<file path="src/verilog/controlPkg.sv">
// opcode and enum encodings must match the assembler and datapath; fields are sized for a 16-bit datapath
`default_nettype none

package controlPkg;

   typedef enum logic [4:0] {
      ADD, ADDI, ADDIB, ADC, ADCI,
      SUB, SUBI, SUBIB, SUC, SUCI,
      NEG, CMP, CMPI,
      AND, OR, XOR, NOT, NAND, NOR,
      LSL, LSR, ASR,
      LUI, LLI,
      LDW, STW,
      BRANCH
   } opcode_t;                                      // 27 of 32 codes in use

   typedef enum logic [2:0] {
      BR, BNE, BE, BLT, BGE, BWL, RET, JMP
   } branchCode_t;

   typedef struct packed {
      opcode_t     opcode;                          // bits 7:3
      branchCode_t branchCode;                      // bits 2:0, only read for BRANCH
   } instr_t;

   typedef enum logic [4:0] {
      FnA, FnADD, FnADC, FnSUB, FnSUC, FnNEG,
      FnAND, FnOR, FnXOR, FnNOT, FnNAND, FnNOR,
      FnLSL, FnLSR, FnASR, FnLUI, FnLLI
   } aluFn_t;

   typedef enum logic {
      Op1Rd1, Op1Pc
   } op1Sel_t;

   typedef enum logic {
      Op2Imm, Op2Rd2
   } op2Sel_t;

   typedef enum logic {
      ImmShort, ImmLong
   } immSel_t;

   typedef enum logic [1:0] {
      Rs1Ra, Rs1Rd, Rs1Sp
   } rs1Sel_t;

   typedef enum logic {
      WdAlu, WdSys
   } wdSel_t;

   typedef enum logic {
      LrSys, LrPc
   } lrSel_t;

   typedef enum logic [1:0] {
      Pc1, PcAluOut, PcSysbus, PcInt
   } pcSel_t;

   typedef struct packed {
      logic n;
      logic z;
      logic c;
      logic v;
   } flags_t;

   typedef enum logic [1:0] {
      Fetch, Execute, Interrupt
   } majorState_t;

   typedef enum logic [2:0] {
      Cycle0, Cycle1, Cycle2, Cycle3, Cycle4
   } subCycle_t;

   typedef struct packed {
      aluFn_t  aluOp;
      op1Sel_t op1Sel;
      op2Sel_t op2Sel;
      immSel_t immSel;
      rs1Sel_t rs1Sel;
      wdSel_t  wdSel;
      lrSel_t  lrSel;
      pcSel_t  pcSel;
      logic    aluEn;                               // alu result onto sysbus
      logic    aluWe;                               // alu output register load
      logic    lrEn;                                // link register onto sysbus
      logic    lrWe;
      logic    pcWe;
      logic    pcEn;                                // pc onto sysbus
      logic    irWe;
      logic    regWe;
   } datapathCtrl_t;

   typedef struct packed {
      logic memEn;                                  // pad direction control
      logic nWe;
      logic nOe;
      logic nMe;
      logic enb;
      logic ale;
   } busCtrl_t;

endpackage

`default_nettype wire

</file>
<file path="src/verilog/irqSync.sv">
// nIrq is asynchronous and level sensitive; a pin still held low when intClear pulses raises a new request
`default_nettype none

module irqSync #(
   parameter int IrqSyncStages = 2
) (
   input  logic Clock,
   input  logic nReset,
   input  logic nIrq,
   input  logic intClear,
   output logic intReq
);

   logic [IrqSyncStages-1:0] syncChain;

   always_ff @(posedge Clock or negedge nReset) begin
      if (!nReset) begin
         syncChain <= '0;
         intReq <= 1'b0;
      end else begin
         syncChain <= {syncChain[IrqSyncStages-2:0], ~nIrq};
         if (syncChain[IrqSyncStages-1])
            intReq <= 1'b1;                         // request wins over clear
         else if (intClear)
            intReq <= 1'b0;
      end
   end

   // the decoder only acknowledges a request that is pending
   clearOnlyWhenPending: assert property (
      @(posedge Clock) disable iff (!nReset)
      $rose(intClear) |-> intReq
   );

endmodule

`default_nettype wire

</file>
<file path="src/verilog/statusFlags.sv">
// flags come straight from the ALU and are stored as one word; branch evaluation uses the stored copy only
`default_nettype none

module statusFlags (
   input  logic                    Clock,
   input  logic                    nReset,
   input  controlPkg::flags_t      flags,
   input  logic                    statusWe,
   input  controlPkg::branchCode_t branchCode,
   output logic                    branchTaken,
   output logic                    carryFlag
);

   controlPkg::flags_t status;

   always_ff @(posedge Clock or negedge nReset) begin
      if (!nReset)
         status <= '0;
      else if (statusWe)
         status <= flags;                           // visible to the next instruction
   end

   assign carryFlag = status.c;

   always_comb begin
      case (branchCode)
         controlPkg::BR,
         controlPkg::BWL: branchTaken = 1'b1;
         controlPkg::BNE: branchTaken = ~status.z;
         controlPkg::BE:  branchTaken = status.z;
         controlPkg::BLT: branchTaken = status.n ^ status.v;
         controlPkg::BGE: branchTaken = ~(status.n ^ status.v);
         default:         branchTaken = 1'b0;      // RET and JMP are not conditional
      endcase
   end

endmodule

`default_nettype wire

</file>
<file path="src/verilog/cycleSequencer.sv">
// never stalls; interrupts are sampled only in fetch Cycle0, so entry latency depends on the instruction mix
`default_nettype none

module cycleSequencer (
   input  logic                    Clock,
   input  logic                    nReset,
   input  logic                    intReq,
   input  logic                    longOp,
   output controlPkg::majorState_t state,
   output controlPkg::subCycle_t   subCycle
);

   controlPkg::subCycle_t subCycleInc;

   assign subCycleInc = controlPkg::subCycle_t'(subCycle + 3'd1);

   always_ff @(posedge Clock or negedge nReset) begin
      if (!nReset) begin
         state <= controlPkg::Fetch;
         subCycle <= controlPkg::Cycle0;
      end else begin
         case (state)
            controlPkg::Fetch: begin
               if (subCycle == controlPkg::Cycle0 && intReq) begin
                  state <= controlPkg::Interrupt;   // sub-cycle stays at Cycle0
               end else if (subCycle == controlPkg::Cycle3) begin
                  state <= controlPkg::Execute;
                  subCycle <= controlPkg::Cycle0;
               end else begin
                  subCycle <= subCycleInc;
               end
            end
            controlPkg::Execute: begin
               if (subCycle == controlPkg::Cycle4 ||
                   (subCycle == controlPkg::Cycle0 && !longOp)) begin
                  state <= controlPkg::Fetch;
                  subCycle <= controlPkg::Cycle0;
               end else begin
                  subCycle <= subCycleInc;
               end
            end
            default: begin                          // interrupt entry
               if (subCycle == controlPkg::Cycle4) begin
                  state <= controlPkg::Fetch;
                  subCycle <= controlPkg::Cycle0;
               end else begin
                  subCycle <= subCycleInc;
               end
            end
         endcase
      end
   end

   fetchNoCycle4: assert property (
      @(posedge Clock) disable iff (!nReset)
      state == controlPkg::Fetch |-> subCycle != controlPkg::Cycle4
   );

   // only a memory instruction stays in execute past Cycle0
   longOpLeavesCycle0: assert property (
      @(posedge Clock) disable iff (!nReset)
      (state == controlPkg::Execute && subCycle == controlPkg::Cycle1) |-> $past(longOp)
   );

endmodule

`default_nettype wire

</file>
<file path="src/verilog/controlDecoder.sv">
// purely combinational; undefined opcodes decode as FnA ALU ops, and memory is written while nWe is low
`default_nettype none

module controlDecoder (
   input  controlPkg::majorState_t   state,
   input  controlPkg::subCycle_t     subCycle,
   input  controlPkg::instr_t        instr,
   input  logic                      branchTaken,
   output controlPkg::datapathCtrl_t datapath,
   output controlPkg::busCtrl_t      bus,
   output logic                      longOp,
   output logic                      statusWe,
   output logic                      intClear
);

   logic isLoad;
   logic isStore;
   logic memCycle;

   function automatic controlPkg::aluFn_t aluFnOf(input controlPkg::opcode_t op);
      case (op)
         controlPkg::ADD, controlPkg::ADDI, controlPkg::ADDIB: aluFnOf = controlPkg::FnADD;
         controlPkg::ADC, controlPkg::ADCI:                    aluFnOf = controlPkg::FnADC;
         controlPkg::SUB, controlPkg::SUBI, controlPkg::SUBIB,
         controlPkg::CMP, controlPkg::CMPI:                    aluFnOf = controlPkg::FnSUB;
         controlPkg::SUC, controlPkg::SUCI:                    aluFnOf = controlPkg::FnSUC;
         controlPkg::NEG:                                      aluFnOf = controlPkg::FnNEG;
         controlPkg::AND:                                      aluFnOf = controlPkg::FnAND;
         controlPkg::OR:                                       aluFnOf = controlPkg::FnOR;
         controlPkg::XOR:                                      aluFnOf = controlPkg::FnXOR;
         controlPkg::NOT:                                      aluFnOf = controlPkg::FnNOT;
         controlPkg::NAND:                                     aluFnOf = controlPkg::FnNAND;
         controlPkg::NOR:                                      aluFnOf = controlPkg::FnNOR;
         controlPkg::LSL:                                      aluFnOf = controlPkg::FnLSL;
         controlPkg::LSR:                                      aluFnOf = controlPkg::FnLSR;
         controlPkg::ASR:                                      aluFnOf = controlPkg::FnASR;
         controlPkg::LUI:                                      aluFnOf = controlPkg::FnLUI;
         controlPkg::LLI:                                      aluFnOf = controlPkg::FnLLI;
         default:                                              aluFnOf = controlPkg::FnA;
      endcase
   endfunction

   assign isLoad = instr.opcode == controlPkg::LDW;
   assign isStore = instr.opcode == controlPkg::STW;
   assign longOp = state == controlPkg::Execute && subCycle == controlPkg::Cycle0 &&
                   (isLoad || isStore);

   always_comb begin
      datapath = '0;                                // FnA, Rd1, Op2Imm, Rs1Ra, WdAlu, LrSys, Pc1
      datapath.immSel = controlPkg::ImmLong;
      bus = '0;
      bus.nMe = 1'b1;
      statusWe = 1'b0;
      intClear = 1'b0;
      case (state)
         controlPkg::Fetch: begin
            bus.nWe = 1'b1;
            case (subCycle)
               controlPkg::Cycle0: begin
                  bus.ale = 1'b1;
                  bus.nOe = 1'b1;
                  datapath.pcEn = 1'b1;
               end
               controlPkg::Cycle1: begin
                  bus.nMe = 1'b0;
                  bus.memEn = 1'b1;
               end
               controlPkg::Cycle2: begin
                  bus.nMe = 1'b0;
                  bus.memEn = 1'b1;
                  bus.enb = 1'b1;
               end
               default: begin
                  bus.memEn = 1'b1;
                  datapath.irWe = 1'b1;
               end
            endcase
         end
         controlPkg::Execute: begin
            case (subCycle)
               controlPkg::Cycle0: begin
                  if (isLoad || isStore) begin      // effective address into alu register
                     datapath.aluOp = controlPkg::FnADD;
                     datapath.immSel = controlPkg::ImmShort;
                     datapath.aluEn = 1'b1;
                     datapath.aluWe = 1'b1;
                  end else if (instr.opcode == controlPkg::BRANCH) begin
                     datapath.pcWe = 1'b1;
                     case (instr.branchCode)
                        controlPkg::RET: begin
                           datapath.lrEn = 1'b1;
                           datapath.pcSel = controlPkg::PcSysbus;
                        end
                        controlPkg::JMP: begin
                           datapath.aluOp = controlPkg::FnADD;
                           datapath.immSel = controlPkg::ImmShort;
                           datapath.pcSel = controlPkg::PcAluOut;
                        end
                        default: begin              // pc relative, long offset
                           datapath.aluOp = controlPkg::FnADD;
                           datapath.op1Sel = controlPkg::Op1Pc;
                           datapath.aluEn = 1'b1;
                           if (branchTaken) begin
                              datapath.pcSel = controlPkg::PcAluOut;
                              if (instr.branchCode == controlPkg::BWL) begin
                                 datapath.lrWe = 1'b1;
                                 datapath.lrSel = controlPkg::LrPc;
                              end
                           end
                        end
                     endcase
                  end else begin
                     datapath.aluOp = aluFnOf(instr.opcode);
                     datapath.pcEn = 1'b1;
                     datapath.pcWe = 1'b1;
                     datapath.regWe = instr.opcode != controlPkg::CMP &&
                                      instr.opcode != controlPkg::CMPI;
                     case (instr.opcode)
                        controlPkg::ADD, controlPkg::ADC, controlPkg::SUB, controlPkg::SUC,
                        controlPkg::CMP, controlPkg::AND, controlPkg::OR, controlPkg::XOR,
                        controlPkg::NAND, controlPkg::NOR:
                           datapath.op2Sel = controlPkg::Op2Rd2;
                        controlPkg::ADDI, controlPkg::ADCI, controlPkg::SUBI, controlPkg::SUCI,
                        controlPkg::CMPI, controlPkg::LSL, controlPkg::LSR, controlPkg::ASR:
                           datapath.immSel = controlPkg::ImmShort;
                        controlPkg::ADDIB, controlPkg::SUBIB:
                           datapath.rs1Sel = controlPkg::Rs1Rd;
                        default: begin
                           datapath.rs1Sel = controlPkg::Rs1Rd;
                           datapath.aluEn = 1'b1;
                        end
                     endcase
                     // immediate loads leave the flags alone
                     statusWe = instr.opcode != controlPkg::LUI &&
                                instr.opcode != controlPkg::LLI;
                  end
               end
               controlPkg::Cycle1: begin            // address out
                  bus.ale = 1'b1;
                  bus.nWe = 1'b1;
                  bus.nOe = 1'b1;
                  datapath.aluOp = controlPkg::FnADD;
                  datapath.immSel = controlPkg::ImmShort;
                  datapath.aluEn = 1'b1;
               end
               controlPkg::Cycle2: begin
                  bus.nMe = 1'b0;
                  bus.nWe = 1'b1;
                  bus.memEn = isLoad;
                  bus.nOe = isStore;
                  datapath.rs1Sel = controlPkg::Rs1Rd;  // store data passes through the alu
                  datapath.aluEn = 1'b1;
                  datapath.aluWe = 1'b1;
               end
               controlPkg::Cycle3: begin
                  bus.nMe = 1'b0;
                  bus.memEn = isLoad;
                  bus.enb = isLoad;
                  bus.nWe = isLoad;                 // store writes here
                  bus.nOe = isStore;
                  datapath.aluEn = isStore;
               end
               default: begin
                  datapath.pcWe = 1'b1;
                  bus.nWe = isLoad;
                  bus.memEn = isLoad;
                  bus.nOe = isStore;
                  datapath.aluEn = isStore;
                  datapath.regWe = isLoad;
                  if (isLoad)
                     datapath.wdSel = controlPkg::WdSys;
               end
            endcase
         end
         default: begin                             // push pc at sp, then vector
            bus.nOe = subCycle != controlPkg::Cycle0;
            case (subCycle)
               controlPkg::Cycle0: begin
                  datapath.rs1Sel = controlPkg::Rs1Sp;
                  datapath.aluEn = 1'b1;
                  datapath.aluWe = 1'b1;
               end
               controlPkg::Cycle1: begin
                  datapath.rs1Sel = controlPkg::Rs1Sp;
                  datapath.aluEn = 1'b1;
                  bus.ale = 1'b1;
                  bus.nWe = 1'b1;
               end
               controlPkg::Cycle2: begin
                  bus.nMe = 1'b0;
                  bus.nWe = 1'b1;
                  datapath.pcEn = 1'b1;
               end
               controlPkg::Cycle3: begin
                  bus.nMe = 1'b0;
                  datapath.pcEn = 1'b1;
               end
               default: begin
                  datapath.pcEn = 1'b1;
                  datapath.pcWe = 1'b1;
                  datapath.pcSel = controlPkg::PcInt;
                  intClear = 1'b1;
               end
            endcase
         end
      endcase
   end

   assign memCycle = (state == controlPkg::Fetch &&
                      (subCycle == controlPkg::Cycle1 || subCycle == controlPkg::Cycle2)) ||
                     (state != controlPkg::Fetch &&
                      (subCycle == controlPkg::Cycle2 || subCycle == controlPkg::Cycle3));

   memSelectInMemCycle: assert final (bus.nMe || memCycle);

endmodule

`default_nettype wire

</file>
<file path="src/verilog/controlUnit.sv">
// drives a separate datapath and memory; instr and flags must be stable from mid-cycle to the rising edge
`default_nettype none

module controlUnit #(
   parameter int IrqSyncStages = 2                  // 2 or more
) (
   input  logic                      Clock,
   input  logic                      nReset,
   input  controlPkg::instr_t        instr,
   input  controlPkg::flags_t        flags,
   input  logic                      nIrq,
   output controlPkg::datapathCtrl_t datapath,
   output controlPkg::busCtrl_t      bus,
   output logic                      carryFlag
);

   controlPkg::majorState_t state;
   controlPkg::subCycle_t   subCycle;
   logic                    longOp;
   logic                    intReq;
   logic                    intClear;
   logic                    statusWe;
   logic                    branchTaken;

   irqSync #(
      .IrqSyncStages(IrqSyncStages)
   ) irqSyncI (
      .Clock(Clock),
      .nReset(nReset),
      .nIrq(nIrq),
      .intClear(intClear),
      .intReq(intReq)
   );

   statusFlags statusFlagsI (
      .Clock(Clock),
      .nReset(nReset),
      .flags(flags),
      .statusWe(statusWe),
      .branchCode(instr.branchCode),
      .branchTaken(branchTaken),
      .carryFlag(carryFlag)
   );

   cycleSequencer cycleSequencerI (
      .Clock(Clock),
      .nReset(nReset),
      .intReq(intReq),
      .longOp(longOp),
      .state(state),
      .subCycle(subCycle)
   );

   controlDecoder controlDecoderI (
      .state(state),
      .subCycle(subCycle),
      .instr(instr),
      .branchTaken(branchTaken),
      .datapath(datapath),
      .bus(bus),
      .longOp(longOp),
      .statusWe(statusWe),
      .intClear(intClear)
   );

endmodule

`default_nettype wire

</file>
<file path="config.mk">
export PLATFORM = sky130hd
export DESIGN_NAME = controlUnit
export DESIGN_NICKNAME = d
export VERILOG_FILES = /design/src/verilog/controlPkg.sv /design/src/verilog/irqSync.sv /design/src/verilog/statusFlags.sv /design/src/verilog/cycleSequencer.sv /design/src/verilog/controlDecoder.sv /design/src/verilog/controlUnit.sv
export SDC_FILE = /design/constraint.sdc
export NUM_CORES = 1
export LEC_CHECK = 0
export BUFFER_PORTS_ARGS = -buffer_cell sky130_fd_sc_hd__buf_4
export CORE_MARGIN = 10
export CORE_UTILIZATION = 53
export CTS_CLUSTER_SIZE = 30
export DETAILED_ROUTE_END_ITERATION = 10
export GPL_TIMING_DRIVEN = 0
export PLACE_DENSITY = 0.85
export SETUP_SLACK_MARGIN = 0.3
export SLEW_MARGIN = 30
export SYNTH_ARGS = -nofsm -noshare
export SYNTH_HDL_FRONTEND = slang
export SYNTH_HIERARCHICAL = 1
export SYNTH_SLANG_ARGS = --single-unit
</file>
<file path="constraint.sdc">
create_clock -name Clock -period 2.9 [get_ports Clock]
set_input_delay 0 -clock Clock [delete_from_list [all_inputs] [get_ports Clock]]
set_output_delay 0 -clock Clock [all_outputs]
set_load 0.005 [all_outputs]
</file>
==> results of run 1 <==
## flip-flops by register name, indices dropped and copies added (netlist names)
register                  count
statusFlagsI/carryFlag        1
irqSyncI/intReq               1
irqSyncI/syncChain            2
cycleSequencerI/state         2
statusFlagsI/status           3
cycleSequencerI/subCycle      3
## per-layer routing
| layer | routed length, um | track usage |
|---|---|---|
| met1 | 2010 | 0.200 |
| met2 | 2060 | 0.269 |
| met3 | 271 | 0.0355 |
| met4 | 12 | 0.0210 |
| met5 | 0 | 0 |
## synth_stat cells, drive strengths merged (3+ instances only)
cell type  count  area, um2
nor2          24       90.1
inv           15       56.3
nand2         14       55.1
dfrtp         12        300
o21ai         12       60.1
a21oi         11       55.1
ha             9        113
nor3           9       50.1
clkbuf         8       31.3
nand2b         7       43.8
buf            6       40.0
mux2           6       67.6
nand3          6       30.0
a21boi         5       37.5
o21bai         5       37.5
nor2b          4       25.0
a211oi         3       22.5
a21o           3       22.5
and2           3       21.3
nand3b         3       38.8
nor4           3       33.8
o31ai          3       22.5
or4            3       22.5
xnor2          3       26.3
## how the worst max path moves through the flow
stage | startpoint | to | slack [ns] | depth (start not counted)
4_1_cts | cycleSequencerI/state[1] | statusFlagsI/status[0] | 0.53 | 6
2_1_floorplan | cycleSequencerI/state[1] | statusFlagsI/status[2] | 0.74 | 6
5_1_grt | cycleSequencerI/state[1] | statusFlagsI/status[2] | 0.43 | 6
3_3_place_gp | cycleSequencerI/state[1] | statusFlagsI/status[2] | 0.56 | 6
6_report | cycleSequencerI/state[1] | statusFlagsI/status[2] | 0.53 | 6
3_5_place_dp | cycleSequencerI/state[1] | statusFlagsI/status[0] | 0.55 | 6
## through the flow
stage               setup WS, ns  hold slack [ns]  cells  power (uW)  instance area, um2
finish                     0.532            0.123    291        1390                2030
global route               0.430            0.124    291        1530                2030
CTS                        0.533           0.0950    291        1410                2030
detailed placement         0.552           -0.158    281        1260                1940
global placement           0.562           -0.155    281        1240                1940
floorplan                  0.742           -0.296    208         904                1580
## area by class of cell
| type | instances | area (um2) |
|---|---|---|
| buffer | 14 | 71.3 |
| clock buffer | 4 | 36.3 |
| fill | 245 | 771 |
| inverter | 15 | 56.3 |
| multi-input combinational | 167 | 1160 |
| sequential | 12 | 300 |
| tap | 31 | 38.8 |
| timing repair buffer | 48 | 375 |
## worst reg2reg max path: stages (launching register included)
cell and delay [ns]:
dfrtp_1 0.51, and2b_4 0.35, nand2_2 0.08, or4b_4 0.49, buf_6 0.16, nor2_1 0.29, mux2_2 0.37
## timing repair
item / CTS / global route
hold buffers: 6 / 0
hold endpoints to repair: 17 / 0
setup endpoints to repair: 0 / 0
setup buffers: 0 / 0
## power breakdown
part	total [uW]	internal [uW]	switching, uW
Clock	128	76.2	52.2
Combinational	933	471	462
Sequential	333	232	101
## cell families after synthesis
family          Yosys count  share of synthesized area
buf+inv                  29                     0.0806
xor+xnor                  3                     0.0166
simple gates             87                      0.320
mux                       6                     0.0427
fa+ha+maj                 9                     0.0711
flops                    12                      0.190
compound gates           62                      0.280
==> results.txt, run 1 <==
----------------------------------------------------
[GRT]
  Initial antenna violation count ... 0
  Wire length of the first global-routing pass ... 7290 um
  GRT Overall Usage ... 0.157
  Pin count of the biggest net entering global routing ... 13
  Leftover overflow at the end of global routing ... 0
  Via count of the first global-routing pass ... 1627

[Floorplanning]
  Number of placement rows ... 19
  Core Box Area ... 2810 um2
  Initial standard-cell utilization of the core ... 0.565
  I/O pin total ... 44
  Die height ... 74.7 um
  Overall die width ... 74.7 um
  Overall die area ... 5580 um2

[Worst setup path]
  Count of buffering cells on the critical path with inverters included ... 1
  Data arrival, critical path ... 2.53 ns
  Worst R2R Start ... cycleSequencerI/state[1]
  Worst Path Max Fanout ... 11
  Slowest-stage cell, CP ... dfrtp_1
  Reg-to-reg endpoint ... statusFlagsI/status[2]
  Kind of start point of the critical path ... flip-flop
  Required @ worst endpoint ... 3.06 ns
  Crit end category ... flip-flop
  R2R Setup Slk ... 0.53 ns
  Maximum cell stage delay along the critical path ... 0.51 ns
  Cell type group with the largest total delay on the critical path ... simple AND/OR/NAND/NOR gates
  CP Class ... reg -> reg
  Cells on worst reg2reg path ... 6
  Cells traversed along the worst timing path ... and2b_4 > nand2_2 > or4b_4 > buf_6 > nor2_1 > mux2_2

[Place]
  Port Buffer Count ... 42
  Estimated wirelength of the detail-placed design ... 3410 um
  Global placement routability congestion ... 0.923

[Synthesis]
  Sequential element share of the synthesized area ... 0.190
  Async S/R FF share, synth ... 1.00
  Summed instance area of the synthesized netlist ... 1580 um2
  YS warnings ... 6
  Most common flop cell mapped by yosys ... dfrtp_1
  Syn Inst Count ... 208
  Count of flip-flops with a built-in enable after synthesis ... 0
  Synth cell types ... 60
  Post-Syn Area per Cell ... 7.62 um2
  Synthesized netlist net count ... 232
  Flip-flop and latch count after synthesis ... 12

[Clock network]
  Number of H-tree branching levels ... 1
  Clock slew at reported path FFs ... 0.07 ns
  Cts bufs inserted ... 3
  Clk buf depth ... 2
  CTS tree ... yes
  Source-to-sink clock delay at the later pin of the worst-skew pair ... 0.27 ns
  Clock tree root buffer cell ... clkbuf_4
  Cells resized by post-CTS repair ... 0
  Number of sinks on the clock net ... 12

[STA]
  Slew of the pin with the lowest slew margin ... 0.488 ns
  Total negative slack ... 0 ns
  Count of final setup violators ... 0
  Final hold viol count ... 0
  Worst clock skew ... 0.00276 ns
  Fmax ... 422 MHz
  Count of pins over their slew limit ... 0
  Share of the cycle needed by the critical path after routing ... 0.817
  Clock period minus worst slack ... 2.37 ns
  Unrepaired setup endpoints after global routing ... no
  Remaining max-slew budget at the tightest pin ... 0.671

[Detailed routing]
  Antenna violation net count after detailed routing ... 0
  Wire length per cell ... 15.0 um
  DRC Markers ... 0
  Pre-Repair DR Iteration Count ... 4
  Routed WL ... 4360 um
  Via Count ... 1692
  Vias per Instance ... 5.81
  Number of DRC markers after the initial detailed-route iteration ... 182

[Finish]
  Layout cell share with drive strength beyond 1 ... 0.250
  Commonest cells after routing, fill and taps aside ... buf_4, nor2_1, inv_1
  Area growth syn-to-layout ... 28.4%
  Finished Core Util ... 0.725
  Number of nets at the end of the flow ... 285
  Number of inserted diodes ... 0
  Leading cell type in the layout, fill and taps excluded ... buf_4

[Pwr]
  Leak ... 0.000925 uW
  Largest vdd supply drop ... 0.570 mV
  Pwr per Cell Area ... 685 nW/um2

[Worst hold path]
  Worst Hold Class ... in -> async

[Status]
  Result of the run ... completed

[Job]
  Number of maximum-capacitance constraint violations ... 0

----------------------------------------------------
No activity file was read; power rests on OpenSTA's default activity.
==> inputs of run 2 (changes only) <==
--- a/config.mk
+++ b/config.mk
@@ -7,11 +7,11 @@
 export LEC_CHECK = 0
 export BUFFER_PORTS_ARGS = -buffer_cell sky130_fd_sc_hd__buf_4
 export CORE_MARGIN = 10
-export CORE_UTILIZATION = 53
+export CORE_UTILIZATION = 48
 export CTS_CLUSTER_SIZE = 30
 export DETAILED_ROUTE_END_ITERATION = 10
 export GPL_TIMING_DRIVEN = 0
-export PLACE_DENSITY = 0.85
+export PLACE_DENSITY = 0.81
 export SETUP_SLACK_MARGIN = 0.3
 export SLEW_MARGIN = 30
 export SYNTH_ARGS = -nofsm -noshare
==> constraint.sdc (replaced) <==
create_clock -name Clock -period 2.1 [get_ports Clock]
set_input_delay 0 -clock Clock [delete_from_list [all_inputs] [get_ports Clock]]
set_output_delay 0 -clock Clock [all_outputs]
set_load 0.005 [all_outputs]
==> run 2 against run 1 <==
Sequential share of layout area is 1.7 points lower. Final cell count grew 9.6%. Sequential cell count is the same. Wire length grew 21%. Non-clock buffer count rose by 15. Via count up 10%. Critical endpoint is now datapath[18].
==> results.txt, run 2 (synthesis gave the netlist of run 1 again) <==
----------------------------------------------------
[Pwr]
  Largest vdd supply drop ... 0.790 mV (was 0.570 mV)
  Cell-internal power ... 1250 uW (was 780 uW)
  Switching Share ... 0.452 (was 0.441)
  Pwr per Cell Area ... 979 nW/um2 (was 685 nW/um2)
  Part of the power in registers ... 0.197 (was 0.239)
  Leak ... 0.00105 uW (was 0.000925 uW)
  Part of the power in combinational logic ... 0.721 (was 0.669)
  Net switching power of the design ... 1040 uW (was 614 uW)
  Clock share of power ... 0.082 (was 0.092)

[STA]
  Count of final setup violators ... 0 (unchanged)
  Worst clock skew ... 0.00186 ns (was 0.00276 ns)
  Slew of the pin with the lowest slew margin ... 0.649 ns (was 0.488 ns)
  Clock period minus worst slack ... 2.03 ns
  Unrepaired setup endpoints after global routing ... yes (was no)
  Remaining max-slew budget at the tightest pin ... 0.563 (was 0.671)
  Fmax ... 492 MHz
  Total negative slack ... 0 ns (unchanged)
  Share of the cycle needed by the critical path after routing ... 0.968
  Post-route worst setup slack ... 0.0665 ns (was 0.532 ns)
  WHS ... 0.0896 ns (was 0.123 ns)
  Final hold viol count ... 0 (unchanged)
  Count of pins over their slew limit ... 0 (unchanged)

[Floorplanning]
  I/O pin total ... 44 (unchanged)
  Number of placement rows ... 20 (was 19)
  Overall die width ... 77.4 um (was 74.7 um)
  Overall die area ... 6000 um2 (was 5580 um2)
  Core Box Area ... 3100 um2 (was 2810 um2)
  Die height ... 77.4 um (was 74.7 um)
  Initial standard-cell utilization of the core ... 0.510 (was 0.565)

[Detailed routing]
  Wire length per cell ... 16.5 um (was 15.0 um)
  Vias per Instance ... 5.84 (was 5.81)
  Via Count ... 1862 (was 1692)
  Antenna violation net count after detailed routing ... 0 (unchanged)
  DRC Markers ... 0 (unchanged)
  Pre-Repair DR Iteration Count ... 4 (unchanged)
  Number of DRC markers after the initial detailed-route iteration ... 186 (was 182)
  Routed WL ... 5260 um (was 4360 um)

[Status]
  Result of the run ... completed (unchanged)

[Job]
  Number of maximum-capacitance constraint violations ... 0 (unchanged)

[Place]
  Estimated wirelength of the detail-placed design ... 3400 um (was 3410 um)
  Number of placed instances, taps included ... 294 (was 281)
  Pre-CTS setup slack ... -0.0794 ns (was 0.552 ns)
  Port Buffer Count ... 42 (unchanged)
  Global placement routability congestion ... 0.855 (was 0.923)

[Clock network]
  Cts bufs inserted ... 3 (unchanged)
  Number of sinks on the clock net ... 12 (unchanged)
  Source-to-sink clock delay at the later pin of the worst-skew pair ... 0.28 ns (was 0.27 ns)
  Clk buf depth ... 2 (unchanged)
  Clock slew at reported path FFs ... 0.08 ns (was 0.07 ns)
  Clock tree root buffer cell ... clkbuf_4 (unchanged)
  Number of H-tree branching levels ... 1 (unchanged)
  CTS tree ... yes (unchanged)

[Finish]
  Number of standard cells in the layout, taps in and fillers out ... 319 (was 291)
  Top flop regs ... cycleSequencerI/subCycle: 3 flops, statusFlagsI/status: 3 flops (unchanged)
  Area growth syn-to-layout ... 47.8% (was 28.4%)
  Layout cell share with drive strength beyond 1 ... 0.404 (was 0.250)
  Leading cell type in the layout, fill and taps excluded ... buf_4 (unchanged)
  Number of inserted diodes ... 0 (unchanged)
  Filler cells ... 243 (was 245)
  Commonest cells after routing, fill and taps aside ... buf_4, nor2_1, inv_1 (unchanged)
  Finished Core Util ... 0.754 (was 0.725)
  Number of nets at the end of the flow ... 300 (was 285)

[Worst setup path]
  Cells on worst reg2reg path ... 9 (was 6)
  Maximum cell stage delay along the critical path ... 0.49 ns (was 0.51 ns)
  Count of buffering cells on the critical path with inverters included ... 3 (was 1)
  R2R Setup Slk ... 0.09 ns (was 0.53 ns)
  Required @ worst endpoint ... 2.10 ns (was 3.06 ns)
  Worst Path Max Fanout ... 6 (was 11)
  Cells traversed along the worst timing path ... and2b_4 > nand2_4 > or4b_4 > buf_8 > buf_4 > nor3_4 > buf_4 (was and2b_4 > nand2_2 > or4b_4 > buf_6 > nor2_1 > mux2_2)
  Reg-to-reg endpoint ... cycleSequencerI/state[0] (was statusFlagsI/status[2])
  Crit end category ... output port (was flip-flop)
  First element of the critical path ... cycleSequencerI/state[1] (unchanged)
  Cell type group with the largest total delay on the critical path ... simple AND/OR/NAND/NOR gates (unchanged)
  Kind of start point of the critical path ... flip-flop (unchanged)
  Slowest-stage cell, CP ... or4b_4 (was dfrtp_1)
  Worst R2R Start ... cycleSequencerI/state[1] (unchanged)
  CP Class ... reg -> out (was reg -> reg)
  Data arrival, critical path ... 2.03 ns (was 2.53 ns)
  Most prevalent standard cell on the critical path ... buf_4

[GRT]
  GRT Overall Usage ... 0.149 (was 0.157)
  Via count of the first global-routing pass ... 1698 (was 1627)
  Wire length of the first global-routing pass ... 7780 um (was 7290 um)
  Leftover overflow at the end of global routing ... 0 (unchanged)
  Initial antenna violation count ... 0 (unchanged)
  Pin count of the biggest net entering global routing ... 13 (unchanged)

[Worst hold path]
  Worst Hold Class ... in -> async (unchanged)

----------------------------------------------------
run 2: changes by cell type in the layout (fill, tap and decap cells not counted), moves of 3 or more:
| cell | delta |
|---|---|
| buf_4 | +12 |
| clkbuf_1 | -3 |
| dfrtp_1 | -5 |
| dfrtp_2 | +5 |
| mux2_1 | -3 |
| mux2_4 | +4 |
| nor2_1 | -8 |
| nor2_2 | +3 |
| nor2_4 | +5 |
run 2: what timing repair did:
action / in CTS / in global routing
pin swaps: 2 / 8
setup buffers: 7 / 8
hold buffers: 6 / 0
setup endpoints to repair: 22 / 27
endpoints found under the hold margin: 17 / 0
gates resized for setup: 23 / 23
run 2: worst max path at each step:
stage,endpoint,slack (ns),depth (start not counted)
global route,datapath[18],0.0003,7
finish,datapath[18],0.07,7
global placement,statusFlagsI/carryFlag,-0.05,7
floorplan,statusFlagsI/carryFlag,0.11,6
detailed placement,statusFlagsI/carryFlag,-0.08,7
CTS,datapath[15],0.04,7
run 2: cell type report:
| type | instances | area [um2] | area share |
|---|---|---|---|
| Clock buffer | 4 | 36.3 | 0.0155 |
| Timing Repair Buffer | 63 | 495 | 0.212 |
| Buffer | 14 | 86.3 | 0.0369 |
| Sequential cell | 12 | 307 | 0.131 |
| Tap cell | 44 | 55.1 | 0.0235 |
| Multi-Input combinational cell | 167 | 1310 | 0.557 |
| Inverter | 15 | 56.3 | 0.0241 |
run 2: per-layer routing:
metal,vias up,share of wire,wire length [um],track usage
met5,-,0,0,0
met4,0,0.024,127,0.0420
met3,16,0.074,388,0.0334
met2,93,0.50,2620,0.263
met1,864,0.40,2130,0.176
li1,889,-,-,-
run 2: power by group through the flow:
stage	Sequential, uW	Combinational [uW]	Clock (uW)
final	451	1650	188
after global routing	458	1800	204
after CTS	450	1470	189
after detailed placement	473	1290	0
after global placement	467	1250	0
after floorplan	429	831	0
run 2: through the flow:
step	power [uW]	cell area, um2
after CTS	2110	2200
final	2290	2340
after global routing	2460	2340
after detailed placement	1760	1970
after floorplan	1260	1600
after global placement	1720	1970
==> inputs of run 3 (changes only) <==
--- a/config.mk
+++ b/config.mk
@@ -5,7 +5,7 @@
 export SDC_FILE = /design/constraint.sdc
 export NUM_CORES = 1
 export LEC_CHECK = 0
-export BUFFER_PORTS_ARGS = -buffer_cell sky130_fd_sc_hd__buf_4
+export BUFFER_PORTS_ARGS = -buffer_cell sky130_fd_sc_hd__buf_2
 export CORE_MARGIN = 10
 export CORE_UTILIZATION = 48
 export CTS_CLUSTER_SIZE = 30
==> run 3 against run 2 <==
Maximum frequency is 0.39% higher. Final cell count down 2.2%. Cell area down 7.4%. Utilization down 5.6 points. Combinational power shrank 11%. Critical path depth fell by 1. Clock skew grew 0.015 ns. Critical path type is now reg -> reg. Critical endpoint is now statusFlagsI/carryFlag. Largest power group unchanged.
==> results.txt, run 3 (synthesis gave the netlist of run 1 again) <==
----------------------------------------------------
[Status]
  Result of the run ... completed (unchanged)

[GRT]
  Via count of the first global-routing pass ... 1725 (was 1698)
  GRT Overall Usage ... 0.147 (was 0.149)
  Leftover overflow at the end of global routing ... 0 (unchanged)
  Pin count of the biggest net entering global routing ... 13 (unchanged)
  Wire length of the first global-routing pass ... 7820 um (was 7780 um)
  Initial antenna violation count ... 0 (unchanged)

[STA]
  Slew of the pin with the lowest slew margin ... 0.615 ns (was 0.649 ns)
  Count of pins over their slew limit ... 0 (unchanged)
  Final hold viol count ... 0 (unchanged)
  WHS ... 0.111 ns (was 0.0896 ns)
  Fmax ... 494 MHz (was 492 MHz)
  Share of the cycle needed by the critical path after routing ... 0.965 (was 0.968)
  Count of final setup violators ... 0 (unchanged)
  Remaining max-slew budget at the tightest pin ... 0.586 (was 0.563)
  Clock period minus worst slack ... 2.03 ns (about the same)
  Unrepaired setup endpoints after global routing ... yes (unchanged)
  Total negative slack ... 0 ns (unchanged)
  Worst clock skew ... 0.0166 ns (was 0.00186 ns)

[Floorplanning]
  Die height ... 77.4 um (unchanged)
  Overall die width ... 77.4 um (unchanged)
  Number of placement rows ... 20 (unchanged)
  Initial standard-cell utilization of the core ... 0.510 (unchanged)
  Core Box Area ... 3100 um2 (unchanged)
  I/O pin total ... 44 (unchanged)
  Overall die area ... 6000 um2 (unchanged)

[Worst setup path]
  Worst Path Max Fanout ... 7 (was 6)
  CP Class ... reg -> reg (was reg -> out)
  R2R Setup Slk ... 0.07 ns (was 0.09 ns)
  Cells traversed along the worst timing path ... and2b_4 > nand2_4 > or4b_4 > buf_8 > nor2_4 > mux2_4 (was and2b_4 > nand2_4 > or4b_4 > buf_8 > buf_4 > nor3_4 > buf_4)
  Worst R2R Start ... cycleSequencerI/state[1] (unchanged)
  CP Depth ... 6 (was 7)
  Crit path to ... statusFlagsI/carryFlag (was datapath[18])
  Slowest-stage cell, CP ... or4b_4 (unchanged)
  Maximum cell stage delay along the critical path ... 0.49 ns (about the same)
  Crit end category ... flip-flop (was output port)
  Required @ worst endpoint ... 2.26 ns (was 2.10 ns)
  Cells on worst reg2reg path ... 6 (was 9)
  Reg-to-reg endpoint ... statusFlagsI/carryFlag (was cycleSequencerI/state[0])
  Kind of start point of the critical path ... flip-flop (unchanged)
  First element of the critical path ... cycleSequencerI/state[1] (unchanged)
  Data arrival, critical path ... 2.19 ns (was 2.03 ns)
  Count of buffering cells on the critical path with inverters included ... 1 (was 3)
  Cell type group with the largest total delay on the critical path ... simple AND/OR/NAND/NOR gates (unchanged)

[Clock network]
  Clk buf depth ... 2 (unchanged)
  Clock slew at reported path FFs ... 0.08 ns (about the same)
  Source-to-sink clock delay at the later pin of the worst-skew pair ... 0.27 ns (was 0.28 ns)
  Clock tree root buffer cell ... clkbuf_4 (unchanged)
  Number of H-tree branching levels ... 1 (unchanged)
  Number of sinks on the clock net ... 12 (unchanged)
  Cts bufs inserted ... 3 (unchanged)
  CTS tree ... yes (unchanged)

[Detailed routing]
  Pre-Repair DR Iteration Count ... 5 (was 4)
  Wire length per cell ... 15.7 um (was 16.5 um)
  Via Count ... 1835 (was 1862)
  DRC Markers ... 0 (unchanged)
  Routed WL ... 4910 um (was 5260 um)
  Antenna violation net count after detailed routing ... 0 (unchanged)
  Number of DRC markers after the initial detailed-route iteration ... 193 (was 186)
  Vias per Instance ... 5.88 (was 5.84)

[Pwr]
  Part of the power in registers ... 0.211 (was 0.197)
  Cell-internal power ... 1140 uW (was 1250 uW)
  Clock share of power ... 0.086 (was 0.082)
  Switching Share ... 0.458 (was 0.452)
  Largest vdd supply drop ... 0.985 mV (was 0.790 mV)
  Part of the power in combinational logic ... 0.703 (was 0.721)
  Net switching power of the design ... 959 uW (was 1040 uW)
  Leak ... 0.000994 uW (was 0.00105 uW)
  Power consumption ... 2090 uW (was 2290 uW)
  Pwr per Cell Area ... 966 nW/um2 (was 979 nW/um2)

[Finish]
  Leading cell type in the layout, fill and taps excluded ... buf_2 (was buf_4)
  Number of inserted diodes ... 0 (unchanged)
  Area growth syn-to-layout ... 36.9% (was 47.8%)
  Total area of sequential cells ... 307 um2 (unchanged)
  Top flop regs ... cycleSequencerI/subCycle: 3 flops, statusFlagsI/status: 3 flops (unchanged)
  Filler cells ... 253 (was 243)
  Layout cell share with drive strength beyond 1 ... 0.388 (was 0.404)
  Finished Core Util ... 0.699 (was 0.754)
  Commonest cells after routing, fill and taps aside ... buf_2, nor2_1, inv_1 (was buf_4, nor2_1, inv_1)
  Number of nets at the end of the flow ... 293 (was 300)
  Area taken by multi-input logic gates ... 1270 um2 (was 1310 um2)

[Place]
  Port Buffer Count ... 42 (unchanged)
  Global placement routability congestion ... 0.909 (was 0.855)
  Estimated wirelength of the detail-placed design ... 3310 um (was 3400 um)

[Worst hold path]
  Worst Hold Class ... in -> async (unchanged)

[Job]
  Number of maximum-capacitance constraint violations ... 0 (unchanged)

----------------------------------------------------
run 3: cell count changes in the layout (fill, tap and decap cells not counted), sizes merged:
cell,previous run,this run
buf,64,58
clkbuf,11,10
run 3: final cells by class:
cell class	instances	area share
Sequential cell	12	0.141
Tap cell	44	0.0254
Clock buffer	4	0.0167
Timing Repair Buffer	56	0.157
Multi-Input combinational cell	167	0.587
Buffer	14	0.0462
Inverter	15	0.0260
run 3: power by group through the flow:
| stage | registers [uW] | logic (uW) | clock network (uW) |
|---|---|---|---|
| 5_1_grt | 450 | 1620 | 205 |
| 3_3_place_gp | 465 | 1140 | 0 |
| 6_report | 442 | 1470 | 181 |
| 4_1_cts | 429 | 1340 | 178 |
| 3_5_place_dp | 465 | 1170 | 0 |
| 2_1_floorplan | 429 | 831 | 0 |
run 3: repair_timing:
item	4_1_cts	5_1_grt
hold buffers	6	0
endpoints found under the hold margin	17	0
buffers inserted	7	1
cloned	0	0
setup endpoints to repair	22	28
gates resized for setup	23	27
pin swaps	11	3
run 3: routing by layer:
metal / wire (um) / track usage / vias to the layer above
li1: - / - / 874
met1: 2070 / 0.183 / 877
met2: 2420 / 0.250 / 74
met3: 345 / 0.0346 / 10
met4: 80 / 0.0310 / 0
met5: 0 / 0 / -
run 3: worst register-to-register path: cells and delay by family (launching register included):
family                 cells  cell delay, ns
buffers and inverters      1            0.16
DFF                        1            0.41
and+or+nand+nor            4            1.02
muxes                      1            0.33
run 3: stage by stage:
step	instance area, um2	worst slack, ns	instances
floorplan	1600	0.110	208
global placement	1870	-0.0444	294
detailed placement	1870	-0.0662	294
CTS	2090	0.0857	311
global route	2170	0.0362	312
finish	2170	0.0743	312
run 3: how the worst min path moves through the flow:
stage	from	to	slack, ns	cells after the start
CTS	nReset	statusFlagsI/carryFlag	0.12	2
finish	nReset	statusFlagsI/carryFlag	0.11	2
floorplan	nReset	cycleSequencerI/state[0]	-0.30	0
detailed placement	nReset	statusFlagsI/carryFlag	-0.12	1
global route	nReset	statusFlagsI/carryFlag	0.12	2
global placement	nReset	statusFlagsI/carryFlag	-0.12	1
